**src/verilog/goose_render_defs.svh**
```systemverilog
//######################################
// Screen, floor, goose and shield geometry for the renderer
// Include in any block that places or sizes a layer
//######################################

`ifndef GOOSE_RENDER_DEFS_SVH
`define GOOSE_RENDER_DEFS_SVH

// Width of all position arithmetic
`define POS_W 11

// Visible width and first floor line
`define SCREEN_W 11'd640
`define FLOOR_Y 11'd240

// Goose is 16x16 in ROM, drawn at double size
`define GOOSE_X 11'd64
`define GOOSE_SIZE 11'd32
`define GOOSE_Y_BASE (`FLOOR_Y - `GOOSE_SIZE)

// Shield stands on the floor
`define SHIELD_W 11'd40
`define SHIELD_H 11'd48
`define SHIELD_TOP (`FLOOR_Y - `SHIELD_H)

// Added to the wrapped scroll position to place the shield
`define SHIELD_OFFSET 11'd250

// Dot band inside each 16 pixel period of the floor line
`define DOT_FIRST 4'd2
`define DOT_LAST 4'd5

`endif

```
**src/verilog/goose_render_pkg.sv**
```systemverilog
//######################################
// Shared types of the goose renderer
// Colour indices of the sprite layers and backdrop pixel classes
//######################################

package goose_render_pkg;

    // One channel of the 2-bit-per-channel output
    typedef logic [1:0] channel_t;

    // Palette index used by the goose ROM and the shield
    typedef enum logic [2:0] {
        color_transparent = 3'd0,
        color_goose_body  = 3'd1,
        color_black       = 3'd2,
        color_beak        = 3'd3,
        color_gold        = 3'd4,
        color_white       = 3'd5,
        color_red         = 3'd6
    } color_idx_e;

    // Class of the backdrop pixel under the sprites
    typedef enum logic [1:0] {
        src_none      = 2'd0,
        src_sky       = 2'd1,
        src_floor     = 2'd2,
        src_floor_dot = 2'd3
    } pix_src_e;

endpackage

```
**src/verilog/backdrop.sv**
```systemverilog
//######################################
// Backdrop layer
// Sky above the floor line, floor below, and a dotted
// line on the first floor row that scrolls with the game
//######################################

`timescale 1ns/1ps

`include "goose_render_defs.svh"

module backdrop (
    input  logic [9:0]                 hpos,
    input  logic [9:0]                 vpos,
    input  logic [10:0]                scroll,
    output goose_render_pkg::pix_src_e bg_src
);
    import goose_render_pkg::*;

    logic [`POS_W-1:0] vpos_ext;
    logic [`POS_W-1:0] dot_pos;
    logic              in_dot;

    assign vpos_ext = {1'b0, vpos};

    // Dots repeat every 16 pixels of world position
    assign dot_pos = {1'b0, hpos} + scroll;
    assign in_dot = (dot_pos[3:0] >= `DOT_FIRST) && (dot_pos[3:0] <= `DOT_LAST);

    always_comb begin
        if (vpos_ext < `FLOOR_Y) begin
            bg_src = src_sky;
        end
        else if ((vpos_ext == `FLOOR_Y) && in_dot) begin
            bg_src = src_floor_dot;
        end
        else begin
            bg_src = src_floor;
        end
    end

endmodule

```
**src/verilog/goose_render.sv**
```systemverilog
//######################################
// Goose game pixel renderer, top level
// Raster position and game status in, one pixel per clk,
// colour and collision out one cycle later
//######################################

`timescale 1ns/1ps

module goose_render (
    input  logic                       clk,
    input  logic                       sys_rst,
    input  logic [9:0]                 hpos,
    input  logic [9:0]                 vpos,
    input  logic [10:0]                scroll,
    input  logic                       display_on,
    input  logic [6:0]                 jump_pos,
    input  logic                       goose_visible,
    input  logic                       game_over,
    input  logic                       obstacle_active,
    output goose_render_pkg::channel_t r,
    output goose_render_pkg::channel_t g,
    output goose_render_pkg::channel_t b,
    output logic                       collision
);
    import goose_render_pkg::*;

    color_idx_e goose_idx;
    color_idx_e shield_idx;
    pix_src_e   bg_src;

    goose_sprite u_goose_sprite (
        .hpos          (hpos),
        .vpos          (vpos),
        .jump_pos      (jump_pos),
        .goose_visible (goose_visible),
        .game_over     (game_over),
        .goose_idx     (goose_idx)
    );

    obstacle_shield u_obstacle_shield (
        .hpos            (hpos),
        .vpos            (vpos),
        .scroll          (scroll),
        .obstacle_active (obstacle_active),
        .shield_idx      (shield_idx)
    );

    backdrop u_backdrop (
        .hpos   (hpos),
        .vpos   (vpos),
        .scroll (scroll),
        .bg_src (bg_src)
    );

    layer_compositor u_layer_compositor (
        .clk        (clk),
        .sys_rst    (sys_rst),
        .display_on (display_on),
        .goose_idx  (goose_idx),
        .shield_idx (shield_idx),
        .bg_src     (bg_src),
        .r          (r),
        .g          (g),
        .b          (b),
        .collision  (collision)
    );

endmodule

```
**src/verilog/goose_sprite.sv**
```systemverilog
//######################################
// Goose sprite layer
// Bounds test, ROM lookup at double size, blink gate and
// the red tint shown at game over
//######################################

`timescale 1ns/1ps

`include "goose_render_defs.svh"

module goose_sprite (
    input  logic [9:0]                   hpos,
    input  logic [9:0]                   vpos,
    input  logic [6:0]                   jump_pos,
    input  logic                         goose_visible,
    input  logic                         game_over,
    output goose_render_pkg::color_idx_e goose_idx
);
    import goose_render_pkg::*;

    logic [`POS_W-1:0] goose_y;
    logic [`POS_W-1:0] dx;
    logic [`POS_W-1:0] dy;
    logic              in_box;
    logic [3:0]        rom_row;
    logic [3:0]        rom_col;
    logic [47:0]       row_bits;
    logic [5:0]        bit_msb;
    color_idx_e        raw_idx;

    // One ROM row, 3 bits per pixel, column 0 in the top bits
    function automatic logic [47:0] goose_rom(input logic [3:0] row);
        case (row)
            4'd0:  goose_rom = 48'b000_000_000_000_000_000_000_000_000_000_000_000_000_000_000_000;
            4'd1:  goose_rom = 48'b000_000_000_000_000_000_000_000_000_000_000_000_000_000_000_000;
            4'd2:  goose_rom = 48'b000_000_000_000_000_000_000_000_000_000_010_010_010_010_010_000;
            4'd3:  goose_rom = 48'b000_000_000_000_000_000_000_000_000_000_010_010_010_010_010_011;
            4'd4:  goose_rom = 48'b000_000_000_000_000_000_000_000_000_000_010_010_010_010_010_011;
            4'd5:  goose_rom = 48'b000_000_000_000_000_000_000_000_000_000_010_010_010_010_010_011;
            4'd6:  goose_rom = 48'b000_000_000_000_000_000_000_000_000_000_010_010_010_000_000_000;
            4'd7:  goose_rom = 48'b000_000_000_000_000_000_000_000_000_000_010_010_010_000_000_000;
            4'd8:  goose_rom = 48'b000_000_000_000_000_000_000_000_000_000_010_010_010_000_000_000;
            4'd9:  goose_rom = 48'b000_000_000_000_000_000_000_000_000_000_010_010_010_000_000_000;
            4'd10: goose_rom = 48'b000_000_001_001_001_001_001_001_001_001_001_001_001_000_000_000;
            4'd11: goose_rom = 48'b000_000_001_001_001_001_001_001_001_001_001_001_001_000_000_000;
            4'd12: goose_rom = 48'b000_000_001_001_001_001_001_001_001_001_001_001_001_000_000_000;
            4'd13: goose_rom = 48'b000_000_001_001_001_001_001_001_001_001_001_001_001_000_000_000;
            4'd14: goose_rom = 48'b000_000_001_001_001_001_001_001_001_001_001_001_001_000_000_000;
            4'd15: goose_rom = 48'b000_000_000_000_010_010_000_000_000_010_010_000_000_000_000_000;
            default: goose_rom = '0;
        endcase
    endfunction

    // Jump lifts the goose off its standing line
    assign goose_y = `GOOSE_Y_BASE - {4'd0, jump_pos};

    // Offsets wrap to large values left of or above the box
    assign dx = {1'b0, hpos} - `GOOSE_X;
    assign dy = {1'b0, vpos} - goose_y;
    assign in_box = (dx < `GOOSE_SIZE) && (dy < `GOOSE_SIZE);

    // Each ROM pixel covers 2x2 screen pixels
    assign rom_row = dy[4:1];
    assign rom_col = dx[4:1];

    assign row_bits = goose_rom(rom_row);
    assign bit_msb = 6'd47 - (6'd3 * {2'b00, rom_col});
    assign raw_idx = color_idx_e'(row_bits[bit_msb -: 3]);

    always_comb begin
        if (!in_box || !goose_visible) begin
            goose_idx = color_transparent;
        end
        else if (game_over && (raw_idx != color_transparent)) begin
            goose_idx = color_red;
        end
        else begin
            goose_idx = raw_idx;
        end
    end

endmodule

```
**src/verilog/layer_compositor.sv**
```systemverilog
//######################################
// Layer compositor
// Picks the top layer, maps it through the palette, blanks
// outside the display area and flags goose/shield overlap
// One register stage
//######################################

`timescale 1ns/1ps

module layer_compositor (
    input  logic                         clk,
    input  logic                         sys_rst,
    input  logic                         display_on,
    input  goose_render_pkg::color_idx_e goose_idx,
    input  goose_render_pkg::color_idx_e shield_idx,
    input  goose_render_pkg::pix_src_e   bg_src,
    output goose_render_pkg::channel_t   r,
    output goose_render_pkg::channel_t   g,
    output goose_render_pkg::channel_t   b,
    output logic                         collision
);
    import goose_render_pkg::*;

    logic [5:0] rgb_next;
    logic       hit_next;

    // Sprite palette as {r, g, b}
    function automatic logic [5:0] sprite_rgb(input color_idx_e idx);
        case (idx)
            color_goose_body: sprite_rgb = {2'd2, 2'd2, 2'd1};
            color_black:      sprite_rgb = {2'd0, 2'd0, 2'd0};
            color_beak:       sprite_rgb = {2'd3, 2'd2, 2'd1};
            color_gold:       sprite_rgb = {2'd3, 2'd2, 2'd0};
            color_white:      sprite_rgb = {2'd3, 2'd3, 2'd3};
            color_red:        sprite_rgb = {2'd2, 2'd0, 2'd0};
            default:          sprite_rgb = 6'd0;
        endcase
    endfunction

    function automatic logic [5:0] backdrop_rgb(input pix_src_e src);
        case (src)
            src_sky:       backdrop_rgb = {2'd0, 2'd3, 2'd3};
            src_floor:     backdrop_rgb = {2'd1, 2'd1, 2'd1};
            src_floor_dot: backdrop_rgb = {2'd2, 2'd2, 2'd2};
            default:       backdrop_rgb = 6'd0;
        endcase
    endfunction

    // Goose over shield over backdrop
    always_comb begin
        hit_next = (goose_idx != color_transparent) && (shield_idx != color_transparent);
        if (goose_idx != color_transparent) begin
            rgb_next = sprite_rgb(goose_idx);
        end
        else if (shield_idx != color_transparent) begin
            rgb_next = sprite_rgb(shield_idx);
        end
        else begin
            rgb_next = backdrop_rgb(bg_src);
        end
    end

    always_ff @(posedge clk) begin
        if (sys_rst || !display_on) begin
            {r, g, b} <= 6'd0;
            collision <= 1'b0;
        end
        else begin
            {r, g, b} <= rgb_next;
            collision <= hit_next;
        end
    end

    // A blanked pixel never reports a hit one cycle later
    collision_blanked: assert property (
        @(posedge clk) disable iff (sys_rst)
        !$past(display_on) |-> !collision
    ) else $error("layer_compositor: collision after blanked pixel");

    // Shield layer paints only its ring and fill colours
    shield_idx_legal: assert property (
        @(posedge clk) disable iff (sys_rst)
        (shield_idx == color_transparent) || (shield_idx == color_black) ||
        (shield_idx == color_white) || (shield_idx == color_gold)
    ) else $error("layer_compositor: illegal shield colour index %0d", shield_idx);

endmodule

```
**src/verilog/obstacle_shield.sv**
```systemverilog
//######################################
// Scrolling shield obstacle layer
// A 40x48 box with black and white rings round a gold fill
//######################################

`timescale 1ns/1ps

`include "goose_render_defs.svh"

module obstacle_shield (
    input  logic [9:0]                   hpos,
    input  logic [9:0]                   vpos,
    input  logic [10:0]                  scroll,
    input  logic                         obstacle_active,
    output goose_render_pkg::color_idx_e shield_idx
);
    import goose_render_pkg::*;

    logic [`POS_W-1:0] shield_x;
    logic [`POS_W-1:0] vpos_ext;
    logic [`POS_W-1:0] local_x;
    logic [`POS_W-1:0] local_y;
    logic              in_x;
    logic              in_y;
    logic              outer_ring;
    logic              inner_ring;

    // Left edge moves left as scroll grows, wrapping mod 2048
    assign shield_x = `SCREEN_W - scroll + `SHIELD_OFFSET;

    assign vpos_ext = {1'b0, vpos};
    assign local_x = {1'b0, hpos} - shield_x;
    assign local_y = vpos_ext - `SHIELD_TOP;

    // Modular offset keeps a shield straddling the wrap point whole
    assign in_x = local_x < `SHIELD_W;
    assign in_y = (vpos_ext >= `SHIELD_TOP) && (vpos_ext < `FLOOR_Y);

    assign outer_ring = (local_x == 11'd0) ||
                        (local_x == `SHIELD_W - 11'd1) ||
                        (local_y == 11'd0) ||
                        (local_y == `SHIELD_H - 11'd1);

    assign inner_ring = (local_x == 11'd1) ||
                        (local_x == `SHIELD_W - 11'd2) ||
                        (local_y == 11'd1) ||
                        (local_y == `SHIELD_H - 11'd2);

    always_comb begin
        if (!obstacle_active || !in_x || !in_y) begin
            shield_idx = color_transparent;
        end
        else if (outer_ring) begin
            shield_idx = color_black;
        end
        else if (inner_ring) begin
            shield_idx = color_white;
        end
        else begin
            shield_idx = color_gold;
        end
    end

endmodule
```
**config.mk**
```make
export PLATFORM = sky130hd
export DESIGN_NAME = goose_render
export DESIGN_NICKNAME = d
export VERILOG_FILES = /design/src/verilog/goose_render_pkg.sv /design/src/verilog/backdrop.sv /design/src/verilog/goose_render.sv /design/src/verilog/goose_sprite.sv /design/src/verilog/layer_compositor.sv /design/src/verilog/obstacle_shield.sv
export VERILOG_INCLUDE_DIRS = /design/src /design/src/verilog
export SDC_FILE = /design/constraint.sdc
export NUM_CORES = 1
export LEC_CHECK = 0
export ABC_CLOCK_PERIOD_IN_PS = 6000
export BUFFER_PORTS_ARGS = -buffer_cell sky130_fd_sc_hd__buf_2
export CAP_MARGIN = 20
export CORE_AREA = 4 4 76 78
export CTS_CLUSTER_DIAMETER = 40
export DETAILED_ROUTE_END_ITERATION = 16
export DIE_AREA = 0 0 80 82
export PLACE_DENSITY = 0.84
export SLEW_MARGIN = 20
export SYNTH_ARGS = -nofsm -noshare
export SYNTH_HDL_FRONTEND = slang
export SYNTH_HIERARCHICAL = 1
export SYNTH_SLANG_ARGS = --single-unit
```
**constraint.sdc**
```tcl
create_clock -name clk -period 6 [get_ports clk]
set_input_delay 0.3 -clock clk [delete_from_list [all_inputs] [get_ports clk]]
set_output_delay 0.3 -clock clk [all_outputs]
set_load 0.02 [all_outputs]
```
# --- Yosys cells after proc, flatten, opt, wreduce, memory -nomap -nowiden ---
# Memories as Yosys holds them, arrays and structs flattened.
# Cells that the tools add are included.
word_totals:
  ramBits: 0
  output_inout_bits: 7
  mem_count: 1
  regBits: 7
  inputBits: 44
  latch_bits: 0
  romBits: 336
memory_table:
  columns: ["memory", "depth", "width", "rd", "rd_clocked_by_memory_dff", "write_ports", "line_no", "rtl"]
  rows:
  - ["(name not given)", 16, 21, 1, 0, 0, "goose_sprite.sv:33", "case (row)"]
classes:
  n_addsub: 9
  n_shift: 1
  bitwise: 0
  order_cmp: 7
  n_reduce_logical: 27
  n_eq_ne: 20
  n_mux: 12
  n_div: 0
  n_mul: 1
op_table:
  columns: ["op", "count"]
  rows:
  - ["$pmux 6 s5", 2]
  - ["$shiftx 50x7->3", 1]
  - ["$eq 11x6->1 const B", 4]
  - ["$lt 11x6->1 const B", 3]
  - ["$eq 11x1->1 const B", 2]
  - ["$logic_not 11->1", 2]
  - ["$sub 10x11->11", 2]
  - ["$eq 3x3->1 const B", 6]
  - ["$pmux 6 s3", 1]
  - ["$mux 3", 4]
  - ["$mux 6", 2]
  - ["$add 11x8->11 const B", 1]
  - ["$sub 10x11->11 const A", 1]
  - ["$sub 10x7->11 const B", 1]
  - ["$sub 10x8->11 const B", 1]
  - ["$eq 10x8->1 const B", 1]
  - ["$ge 10x8->1 const B", 1]
  - ["$logic_or 1x1->1", 10]
  - ["$lt 10x8->1 const B", 1]
  - ["$reduce_bool 3->1", 3]
  - ["$sub 8x7->9 const A", 1]
  - ["$eq 3x1->1 const B", 2]
  - ["$eq 3x2->1 const B", 2]
  - ["$logic_and 1x1->1", 6]
  - ["10 further kinds", 17]

# --- Longest topological paths before layout ---
# Gate-level depths: netlist (run 1).
depth:
  word_depth: 14
  ltp_mapped: 20
  depth_no_buf: 19

# --- Cells and area by module ---
# The synthesis (run 1) kept the hierarchy.
by_module_without_submodules:
  columns: ["mod", "n_inst", "area_each_um2", "cells_per_inst"]
  rows:
  - ["goose_sprite", 1, 1555.2, 222]
  - ["obstacle_shield", 1, 769.5, 102]
  - ["layer_compositor", 1, 486.7, 57]
  - ["backdrop", 1, 145.1, 17]

# --- Worst setup path before layout (run 1) ---
# No wires, ideal clock.
synth_path:
  kind: "in2reg"
  startpoint: "input port hpos[1]"
  endpoint: "register u_layer_compositor.r[1]"
  n_path_buf: 1
  required_ps: 5914
  stages: 17
  slack_ps: 1746
  setup_ps: 86
  arrival_time_ps: 4167
  path_cell_list: "clkinv_1 > ha_1 > clkbuf_1 > clkinv_1 > fa_1 > xor2_1 > xnor2_1 > and3_1 > a211oi_1 > nor3_1 > o32ai_1 > a221oi_1 > nor4_1 > o21ai_0 > nor2_2 > nand2b_4 > a221oi_2"
synth_between:
  elab_cells_between_ends: 57
  classes_between: "4 x add/sub; 1 x mul; 4 x order compare; 16 x eq/ne; 1 x shift; 12 x mux; 19 x reduce/logical"
synth_rtl:
  columns: ["item", "line_no", "rtl"]
  rows:
  - ["start: declaration", "goose_render.sv:12", "input logic [9:0] hpos,"]
  - ["$sub 10x7->11 (no source line) *", null, null]
  - ["$mul 2x4->6", "goose_sprite.sv:67", "assign bit_msb = 6'd47 - (6'd3 * {2'b00, rom_col});"]
  - ["$sub 6x6->6", "goose_sprite.sv:67", null]
  - ["$shiftx 50x7->3", "goose_sprite.sv:68", "assign raw_idx = color_idx_e'(row_bits[bit_msb -: 3]);"]
  - ["$reduce_bool 3->1", "goose_sprite.sv:74", "else if (game_over && (raw_idx != color_transparent)) begin"]
  - ["$logic_and 1x1->1", "goose_sprite.sv:74", null]
  - ["$mux 3", "goose_sprite.sv:74", null]
  - ["$mux 3 *", "goose_sprite.sv:71", "if (!in_box || !goose_visible) begin"]
  - ["via goose_idx[2]", "goose_render.sv:27", "color_idx_e goose_idx;"]
  - ["$eq 3x3->1 (tied with other cells)", "layer_compositor.sv:29", "case (idx)"]
  - ["$pmux 6 s5", "layer_compositor.sv:29", null]
  - ["$mux 6 *", "layer_compositor.sv:52", "if (goose_idx != color_transparent) begin"]
  - ["end signal: assignment", "layer_compositor.sv:69", "{r, g, b} <= rgb_next;"]
  - ["end: declaration", "layer_compositor.sv:17", "output goose_render_pkg::channel_t r,"]
# Mark *: on every way through the listed nets, which the timed path passes. The rest lies on a longest branch.
# A chain may end at the register's enable or synchronous reset.

# --- Worst setup path in the final report (run 1) ---
# Ends and elaborated chain as after synthesis.

==> out/qor.yml, run 1 <==
power_and_ir_drop:
  cellPowerDensity_nw_per_um2: 174
  static-leakage-power_uw: 0.00153
  post-layout-total-power_uw: 569
  worst_ir_drop_vdd_v: 0.0000774
detailed_routing:
  detail_route.vias_per_cell: 6.23
  ant_nets: 0
  dr_total_vias: 3184
  detail_route.first_pass.iterations: 5
  drt_first_iter_violations: 267
  drc: 0
  drt-wirelength-per-cell_um: 15.5
  drt_wl_total_um: 7910
logic_synthesis:
  netlist_instances: 398
  post_synth.cell_area_avg_um2: 7.43
  yosys.cell_types.count: 73
  yosysWarnings: 6
  syn-cell-area_um2: 2960
  synth_seq_area_share_pct: 4.74
  synthFlopType: "dfxtp_1"
  postSynth.asyncResetShare_pct: 0
  yosys_register_bits: 7
  synthesis.nets: 491
  synth_enable_flop_cells: 0
floorplan:
  initial_utilization_pct: 58.3
  dieArea_um2: 6560
  die_height_um: 82
  placeableCoreArea_um2: 5070
  floorplan.die.width_um: 80
  io_pins: 51
  rows: 26
clock_network:
  clk_tree_root_cell: "clkbuf_8"
  cts-htree-levels: 1
  cts_inserted_buffers: 3
  cts.repair_timing.setup_buffer_count: 0
  tritoncts: "built"
  holdBufCountCts: 0
  clock-sinks: 7
  clock_transition_at_the_registers_of_the_reported_paths_ns: 0.04
  clock_tree.buffer_depth: 2
  postCtsResizedCells: 0
outcome:
  status: "finished, final reports clean"
timing:
  timing.final.max_slew_violations: 0
  setup_viol: 0
  finalWorstSetupSlack_ns: 0.622
  final_period_minus_worst_setup_slack_ns: 5.38
  grt_setup_unrepaired: "false"
  worst_pin_slew_ns: 0.916
  fmax_mhz: 186
  maxSlewHeadroom_pct: 38.5
  setup_total_negative_slack_ns: 0
  final.period_utilization_pct: 89.6
  timing.final.hold_violations: 0
placed_design:
  dp_slack_ns: 0.595
  port_buffers: 50
  place_congestion: 0.982
  dp_cells: 507
  dpl.hpwl_um: 6500
global_route:
  grt_util_all_layers_pct: 24.1
  grt_max_degree: 21
  wire_length_of_the_first_global_routing_pass_um: 13200
  antenna_found_initial: 0
  via_count_of_the_first_global_routing_pass: 3081
  global_route.overflow_total: 0
worst_setup_path:
  startpoint_type: "input pin"
  critical-path-top-cell-by-count: "clkinv_1"
  worstSetupEndpointType: "flip-flop"
  timing.critical_path.slowest_cell_delay_ns: 1.16
  critical_path_arrival_ns: 5.52
  cp_max_stage_cell: "fa_1"
  path_max_fanout: 20
  critPathKind: "input pin to flip-flop"
  critical_path.cell_chain: "buf_2, clkinv_1, ha_1, clkinv_1, fa_1, nor2b_1, o211ai_1, o311ai_0, o221ai_1, a221oi_1, nor4_1, o21ai_0, nor2_2, nand2b_4, a221oi_2"
  cp_data_required_time_ns: 6.14
cells_and_area:
  finalNonFillerCells: 511
  multi_input_area_um2: 2600
  layout-drive-gt1-share_pct: 16.6
  layout.filler_cells: 475
  final-seq-area_um2: 140
  antenna_cells_inserted: 0
  flow.area_growth_from_synthesis_pct: 10.9
  nets: 535
job:
  maxCapViolCount: 0
worst_hold_path:
  hold_path.class: "input pin to flip-flop"
## kinds of logic (layout without fill, tap and decap cells)
kind of cell / after synthesis / after routing / share of synthesized area [%]
flops: 7 / 7 / 4.74
xor+xnor: 25 / 25 / 7.66
compound gates: 131 / 131 / 33.3
fa+ha+maj: 49 / 49 / 21.8
mux: 4 / 4 / 1.35
buf+inv: 51 / 94 / 7.41
simple gates: 131 / 131 / 23.8
## final timing paths
check | cells past startpoint | start | slack [ns] | end
min | 3 | sys_rst | 0.41 | u_layer_compositor/g[0]
max | 15 | hpos[1] | 0.62 | u_layer_compositor/r[1]
## cell usage in the layout (no fill, tap or decap), types with 12 or more instances in the layout
cell type,Yosys,routed
inv_1,36,36
nand2_1,31,31
o21ai_0,12,12
xor2_1,12,12
a21oi_1,26,26
ha_1,45,45
a21o_1,14,14
buf_2,4,50
nor2_1,27,27
xnor2_1,12,12
## cell type report
type | instances | share of cell area (%)
multi-input combinational | 340 | 79.2
timing repair buffer | 52 | 8.09
inverter | 38 | 4.35
sequential | 7 | 4.27
tap | 70 | 2.67
clock buffer | 4 | 1.37
## state kept, by name, indices dropped and copies added (netlist names)
register / flops
u_layer_compositor/b: 2
u_layer_compositor/collision: 1
u_layer_compositor/g: 2
u_layer_compositor/r: 2
## synth_stat cells, types with 7 or more instances
cell	n	area (µm²)
a21o_1	14	105
a21oi_1	26	130
dfxtp_1	7	140
ha_1	45	563
inv_1	36	135
nand2_1	31	116
nand2b_1	8	50.1
nand3_1	10	50.1
nor2_1	27	101
nor3_1	11	55.1
o21ai_0	12	60.1
xnor2_1	12	105
xor2_1	12	105
## layer usage
metal / global-route usage, % / vias up / routed length [µm]
met5: 0 / - / 0
met4: 6.25 / 0 / 188
met3: 2.41 / 22 / 453
met2: 45.9 / 139 / 3910
met1: 28.7 / 1443 / 3350
li1: - / 1580 / -
## power by group
| group | total [µW] | internal (µW) | leakage [µW] | switching [µW] |
|---|---|---|---|---|
| clock | 67.7 | 46.1 | 0.0000228 | 21.6 |
| combinational | 452 | 180 | 0.00145 | 273 |
| sequential | 48.9 | 48.5 | 0.0000571 | 0.392 |
| total | 569 | 274 | 0.00153 | 295 |
## critical path, delay by kind of cell
family	cells	cell delay (ns)
compound gates	6	1.76
fa+ha+maj	2	1.74
buf+inv	3	0.99
simple gates	4	0.72
## metrics by stage
step                instance area (µm²)  hold WS, ns  utilization [%]
finish                             3280        0.411             64.6
global route                       3280        0.441             64.6
CTS                                3280        0.401             64.6
detailed placement                 3230        0.638             63.7
global placement                   3230        0.638             63.7
floorplan                          2960        0.493                -
Note: power is estimated with default switching activity, not from simulation.
==> inputs of run 2 (changes only) <==
CORE_AREA = 4 4 75 77   (was 4 4 76 78)
DIE_AREA = 0 0 79 81   (was 0 0 80 82)
PLACE_DENSITY = 0.82   (was 0.84)
SYNTH_HIERARCHICAL = not set   (was 1)
==> run 2 against run 1 <==
Via count down 5.4%. Largest cell class unchanged. Largest power group unchanged. First-iteration DRC count up 27%. Count of clock-buffer cells in the layout unchanged. Maximum frequency up 21%. Wire length down 5.8%. Combinational power up 9.1%. Synthesized area down 5.6%. Cell area down 4.7%. Total power up 7.2%. Sequential power up 1%. Synthesized cell count down 7.5%. Cell count down 5.7%.
==> out/qor.yml, run 2 <==
detailed_routing:
  drt_first_iter_violations: 339  # +27%
  dr_total_vias: 3012  # -5.4%
  detail_route.first_pass.iterations: 5  # unchanged
  drt-wirelength-per-cell_um: 15.5  # -0.11%
  ant_nets: 0  # unchanged
  drc: 0  # unchanged
  drt_wl_total_um: 7450  # -5.8%
  detail_route.vias_per_cell: 6.25  # +0.29%
cells_and_area:
  layout.filler_cells: 476  # +0.21%
  final_cell_mix: "buf_2, ha_1, nor2_1"
  layout_commonest_cell: "buf_2"
  antenna_cells_inserted: 0  # unchanged
  flow.area_growth_from_synthesis_pct: 11.9
  layout-drive-gt1-share_pct: 20.4  # +3.8 points
  final-seq-area_um2: 140  # unchanged
  nets: 499  # -6.7%
  multi_input_area_um2: 2490  # -4.1%
clock_network:
  clock_transition_at_the_registers_of_the_reported_paths_ns: 0.04  # about the same
  clock-sinks: 7  # unchanged
  cts.repair_timing.setup_buffer_count: 0  # unchanged
  cts-htree-levels: 1  # unchanged
  tritoncts: "built"
  clk_tree_root_cell: "clkbuf_8"
  cts_inserted_buffers: 3  # unchanged
  postCtsResizedCells: 0  # unchanged
  clock_tree.buffer_depth: 2  # unchanged
  holdBufCountCts: 0  # unchanged
timing:
  final_period_minus_worst_setup_slack_ns: 4.44  # -0.938 ns
  worst_pin_slew_ns: 0.718  # -0.197 ns
  fmax_mhz: 225  # +21%
  hold-worst-slack_ns: 0.395  # -0.0152 ns
  grt_setup_unrepaired: "false"
  timing.final.max_slew_violations: 0  # unchanged
  maxSlewHeadroom_pct: 52.1  # +14 points
  setup_viol: 0  # unchanged
  timing.final.hold_violations: 0  # unchanged
  final.period_utilization_pct: 74.0  # -16 points
  setup_total_negative_slack_ns: 0  # unchanged
logic_synthesis:
  post_synth.cell_area_avg_um2: 7.59  # +2.1%
  yosys.cell_count.top_type: "ha_1"
  yosys-top-cells-area: "ha_1, dfxtp_1, nor2_1"
  netlist_instances: 368  # -7.5%
  yosysWarnings: 0  # -6
  syn-cell-area_um2: 2790  # -5.6%
  synthFlopType: "dfxtp_1"
  post-synth-top-area-cell: "ha_1"
  synth_enable_flop_cells: 0  # unchanged
  yosys_register_bits: 7  # unchanged
  postSynth.asyncResetShare_pct: 0  # unchanged
  synthesis.nets: 454  # -7.5%
  synth_top_cells_by_count: "ha_1, nor2_1, nand2_1"
  yosys.area.top_type_share_pct: 17.0  # -2.0 points
  synth_seq_area_share_pct: 5.02  # +0.28 points
  yosys.cell_types.count: 87  # +19%
worst_setup_path:
  critical_path_arrival_ns: 4.53  # -0.99 ns
  critical_path.cell_chain: "buf_2, inv_1, ha_1, inv_1, fa_1, nand2b_1, nand2_1, mux2_2, a2111oi_0, a31oi_1, a41o_4, a32oi_1, o221ai_1"
  path_max_fanout: 21  # +5.0%
  crit_family: "adder cells"
  worstSetupEndpointType: "flip-flop"
  cp_max_stage_cell: "fa_1"
  cp_data_required_time_ns: 6.09  # -0.05 ns
  timing.critical_path.slowest_cell_delay_ns: 0.98  # -0.18 ns
  startpoint_type: "input pin"
  critPathKind: "input pin to flip-flop"
  critical-path-top-cell-by-count: "inv_1"
  path_buf_inv: 3  # unchanged
floorplan:
  dieArea_um2: 6400  # -2.5%
  initial_utilization_pct: 55.7  # -2.5 points
  die_height_um: 81  # -1.2%
  placeableCoreArea_um2: 5010  # -1.3%
  rows: 26  # unchanged
  floorplan.die.width_um: 79  # -1.3%
  io_pins: 51  # unchanged
worst_hold_path:
  hold_path.class: "input pin to flip-flop"
power_and_ir_drop:
  cellPowerDensity_nw_per_um2: 195  # +13%
  worst_ir_drop_vdd_v: 0.000156  # +100%
  static-leakage-power_uw: 0.00141  # -8.1%
placed_design:
  port_buffers: 50  # unchanged
  place_congestion: 0.919  # -6.4%
  dpl.hpwl_um: 6180  # -5.0%
job:
  maxCapViolCount: 0  # unchanged
global_route:
  wire_length_of_the_first_global_routing_pass_um: 12200  # -8.1%
  antenna_found_initial: 0  # unchanged
  global_route.overflow_total: 0  # unchanged
  via_count_of_the_first_global_routing_pass: 2672  # -13%
  grt_max_degree: 22  # +4.8%
  grt_util_all_layers_pct: 22.8  # -1.3 points
outcome:
  status: "finished, final reports clean"
[run 2: changes by cell type after synthesis, sizes merged, moves of 5 or more]
cell,before,now
ha,45,38
nor2,28,39
mux2i,4,9
a211o,5,0
inv,36,28
o211ai,4,9
o2111ai,1,6
a21oi,26,20
a21o,15,6
a221oi,7,0
o21ai,15,24
[run 2: metrics by stage]
stage	setup WS (ns)	std cells	util, %	power (µW)	area [µm²]
4_1_cts	1.63	482	62.3	603	3120
3_3_place_gp	1.50	478	61.4	523	3080
6_report	1.56	482	62.3	610	3120
5_1_grt	1.29	482	62.3	663	3120
2_1_floorplan	2.36	368	-	435	2790
3_5_place_dp	1.40	478	61.4	532	3080
[run 2: kinds of logic after synthesis]
group	share of synthesized area (%)
AND/OR/NAND/NOR	24.7
buffers and inverters	5.74
flip-flops	5.02
XOR/XNOR	6.45
adder cells (fa/ha/maj)	19.9
AO/OA/AOI/OAI	33.1
multiplexers	5.02
[run 2: layout make-up]
cell class	count	share of cell area (%)
Clock buffer	4	1.44
Inverter	29	3.49
Multi-Input combinational cell	322	79.8
Sequential cell	7	4.49
Tap cell	70	2.80
Timing Repair Buffer	50	8.01
[run 2: per-layer routing]
metal / vias up / part of all wire, % / global-route usage [%] / wire length (µm)
li1: 1481 / - / - / -
met1: 1364 / 43 / 30.2 / 3230
met2: 153 / 48 / 39.5 / 3610
met3: 14 / 6.6 / 2.33 / 493
met4: 0 / 1.5 / 6.01 / 114
met5: - / 0 / 0 / 0
[run 2: worst paths after layout]
kind | from | end | slack, ns | depth (start not counted)
min | sys_rst | u_layer_compositor.r[1] | 0.40 | 3
max | hpos[1] | u_layer_compositor.r[0] | 1.56 | 13
[run 2: power by group]
group          total (µW)  switching [µW]  leakage, µW  internal (µW)
Clock                67.9            21.8    0.0000228           46.1
Combinational         493             305      0.00133            188
Sequential           49.5           0.527    0.0000574           49.0
Total                 610             327      0.00141            283
==> inputs of run 3 (changes only) <==
ABC_CLOCK_PERIOD_IN_PS = 4700   (was 6000)
clock period = 4.7 ns   (was 6 ns; I/O delays follow)
==> run 3 against run 2 <==
Sequential power rose by 28%. Cell area up 0.96%. Utilization increased by 0.60 points. Cell count up 0.83%. Die area unchanged. Largest power group unchanged. Highest routed layer unchanged.
==> out/qor.yml, run 3 (same netlist as run 2, synthesis figures left out) <==
global_route:
  global_route.overflow_total: 0  # unchanged
  wire_length_of_the_first_global_routing_pass_um: 11900  # -2.4%
  grt_util_all_layers_pct: 22.3  # -0.48 points
  globalRouteMet3Util_pct: 2.77  # +0.44 points
  groute.layer.met2.usage_pct: 40.1  # +0.59 points
  via_count_of_the_first_global_routing_pass: 2673  # +0.037%
  groute.layer.met1.usage_pct: 28.5  # -1.8 points
  antenna_found_initial: 0  # unchanged
  grt_max_degree: 20  # -9.1%
  grt_most_used_layer: "met2"
floorplan:
  initial_utilization_pct: 55.7  # unchanged
  rows: 26  # unchanged
  io_pins: 51  # unchanged
  die_height_um: 81  # unchanged
  floorplan.die.width_um: 79  # unchanged
  dieArea_um2: 6400  # unchanged
  placeableCoreArea_um2: 5010  # unchanged
detailed_routing:
  detail_route.vias_per_cell: 6.24  # about the same
  ant_nets: 0  # unchanged
  drt-wirelength-per-cell_um: 15.0  # -2.8%
  drc: 0  # unchanged
  drt_first_iter_violations: 388  # +14%
  dr_total_vias: 3035  # +0.76%
  drt_wl_total_um: 7300  # -2.0%
  detail_route.first_pass.iterations: 5  # unchanged
worst_setup_path:
  cp_data_required_time_ns: 4.85  # -1.24 ns
  startpoint_type: "input pin"
  path_max_fanout: 5  # -76%
  critical_path_arrival_ns: 4.05  # -0.48 ns
  worstSetupEndpointType: "flip-flop"
  critPathKind: "input pin to flip-flop"
timing:
  grt_setup_unrepaired: "false"
  final.period_utilization_pct: 83.2
  setup_total_negative_slack_ns: 0  # unchanged
  setup_viol: 0  # unchanged
  timing.final.max_slew_violations: 0  # unchanged
  final_period_minus_worst_setup_slack_ns: 3.91
  hold-worst-slack_ns: 0.330  # -0.0651 ns
  timing.final.hold_violations: 0  # unchanged
  maxSlewHeadroom_pct: 55.9  # +3.8 points
  worst_pin_slew_ns: 0.659  # -0.0598 ns
  fmax_mhz: 256
placed_design:
  dp_cells: 482  # +0.84%
  place_congestion: 1.00  # +8.9%
  port_buffers: 50  # unchanged
  placed_cell_area_um2: 3110  # +0.98%
  dpl.hpwl_um: 6100  # -1.3%
power_and_ir_drop:
  static-leakage-power_uw: 0.00143  # +1.4%
  power.share.switching_pct: 52.8  # -0.86 points
  intPower_uw: 369  # +30%
  clock_power_share_pct: 10.8  # -0.3 points
  power_frac_comb_pct: 81.1  # +0.4 points
  power_switching_uw: 412  # +26%
  worst_ir_drop_vdd_v: 0.000124  # -20%
  cellPowerDensity_nw_per_um2: 248  # +27%
  power.share.sequential_pct: 8.1  # about the same
cells_and_area:
  layout_commonest_cell: "buf_2"
  final_cell_mix: "buf_2, ha_1, nor2_1"
  finalNonFillerCells: 486  # +0.83%
  layout-drive-gt1-share_pct: 21.2  # +0.77 points
  antenna_cells_inserted: 0  # unchanged
  finish.instance_area_um2: 3150  # +0.96%
  flow.area_growth_from_synthesis_pct: 13.0
  nets: 503  # +0.80%
clock_network:
  clock-sinks: 7  # unchanged
  postCtsResizedCells: 0  # unchanged
  holdBufCountCts: 0  # unchanged
  tritoncts: "built"
  clock_tree.buffer_depth: 2  # unchanged
  cts-htree-levels: 1  # unchanged
  cts_inserted_buffers: 3  # unchanged
  clock_transition_at_the_registers_of_the_reported_paths_ns: 0.04  # about the same
  clk_tree_root_cell: "clkbuf_8"
  cts.repair_timing.setup_buffer_count: 0  # unchanged
job:
  maxCapViolCount: 0  # unchanged
worst_hold_path:
  hold_path.class: "input pin to flip-flop"
outcome:
  status: "finished, final reports clean"
==> run 3: changes by cell type in the layout (fill, tap and decap cells not counted) <==
cell and delta:
buf_4 +4
==> run 3: cell type report <==
type | count | area (µm²)
Fill cell | 472 | 1860
Tap cell | 70 | 87.6
Multi-Input combinational cell | 322 | 2490
Clock buffer | 4 | 45.0
Timing Repair Buffer | 54 | 280
Inverter | 29 | 109
Sequential cell | 7 | 140
==> run 3: routing by layer <==
metal / routed length, µm / up-vias
met2: 3520 / 142
met4: 173 / 0
met3: 529 / 24
met1: 3070 / 1379
met5: 0 / -
li1: - / 1490
==> run 3: stage by stage <==
| step | util, % | setup slack (ns) | power [µW] |
|---|---|---|---|
| CTS | 62.9 | 0.837 | 770 |
| global placement | 62.0 | 0.742 | 678 |
| global route | 62.9 | 0.573 | 846 |
| detailed placement | 62.0 | 0.609 | 682 |
| floorplan | - | 1.12 | 555 |
| finish | 62.9 | 0.791 | 781 |
==> run 3: path summary, 6_finish.rpt <==
check / start / to / slack, ns / depth (start not counted)
min: sys_rst / u_layer_compositor.r[1] / 0.33 / 3
max: jump_pos[0] / u_layer_compositor.r[0] / 0.79 / 17
==> run 3: worst max-delay path, stage by stage <==
cell      delay, ns
buf_2          0.10
inv_1          0.06
ha_1           0.22
xor2_1         0.15
ha_1           0.37
a21o_2         0.26
a31oi_2        0.30
xnor2_2        0.21
clkinv_1       0.24
ha_1           0.36
o21ai_1        0.10
o311a_1        0.32
o311ai_1       0.08
o311ai_1       0.17
o32ai_1        0.54
nand2_1        0.16
o221ai_1       0.21
==> run 3: power by group through the flow <==
stage	clock [µW]	combinational, µW	sequential [µW]
after floorplan	0	487	67.9
after global placement	0	614	64.3
after detailed placement	0	618	64.2
after CTS	86.0	621	63.2
after global routing	88.0	695	63.4
final	84.1	634	63.2
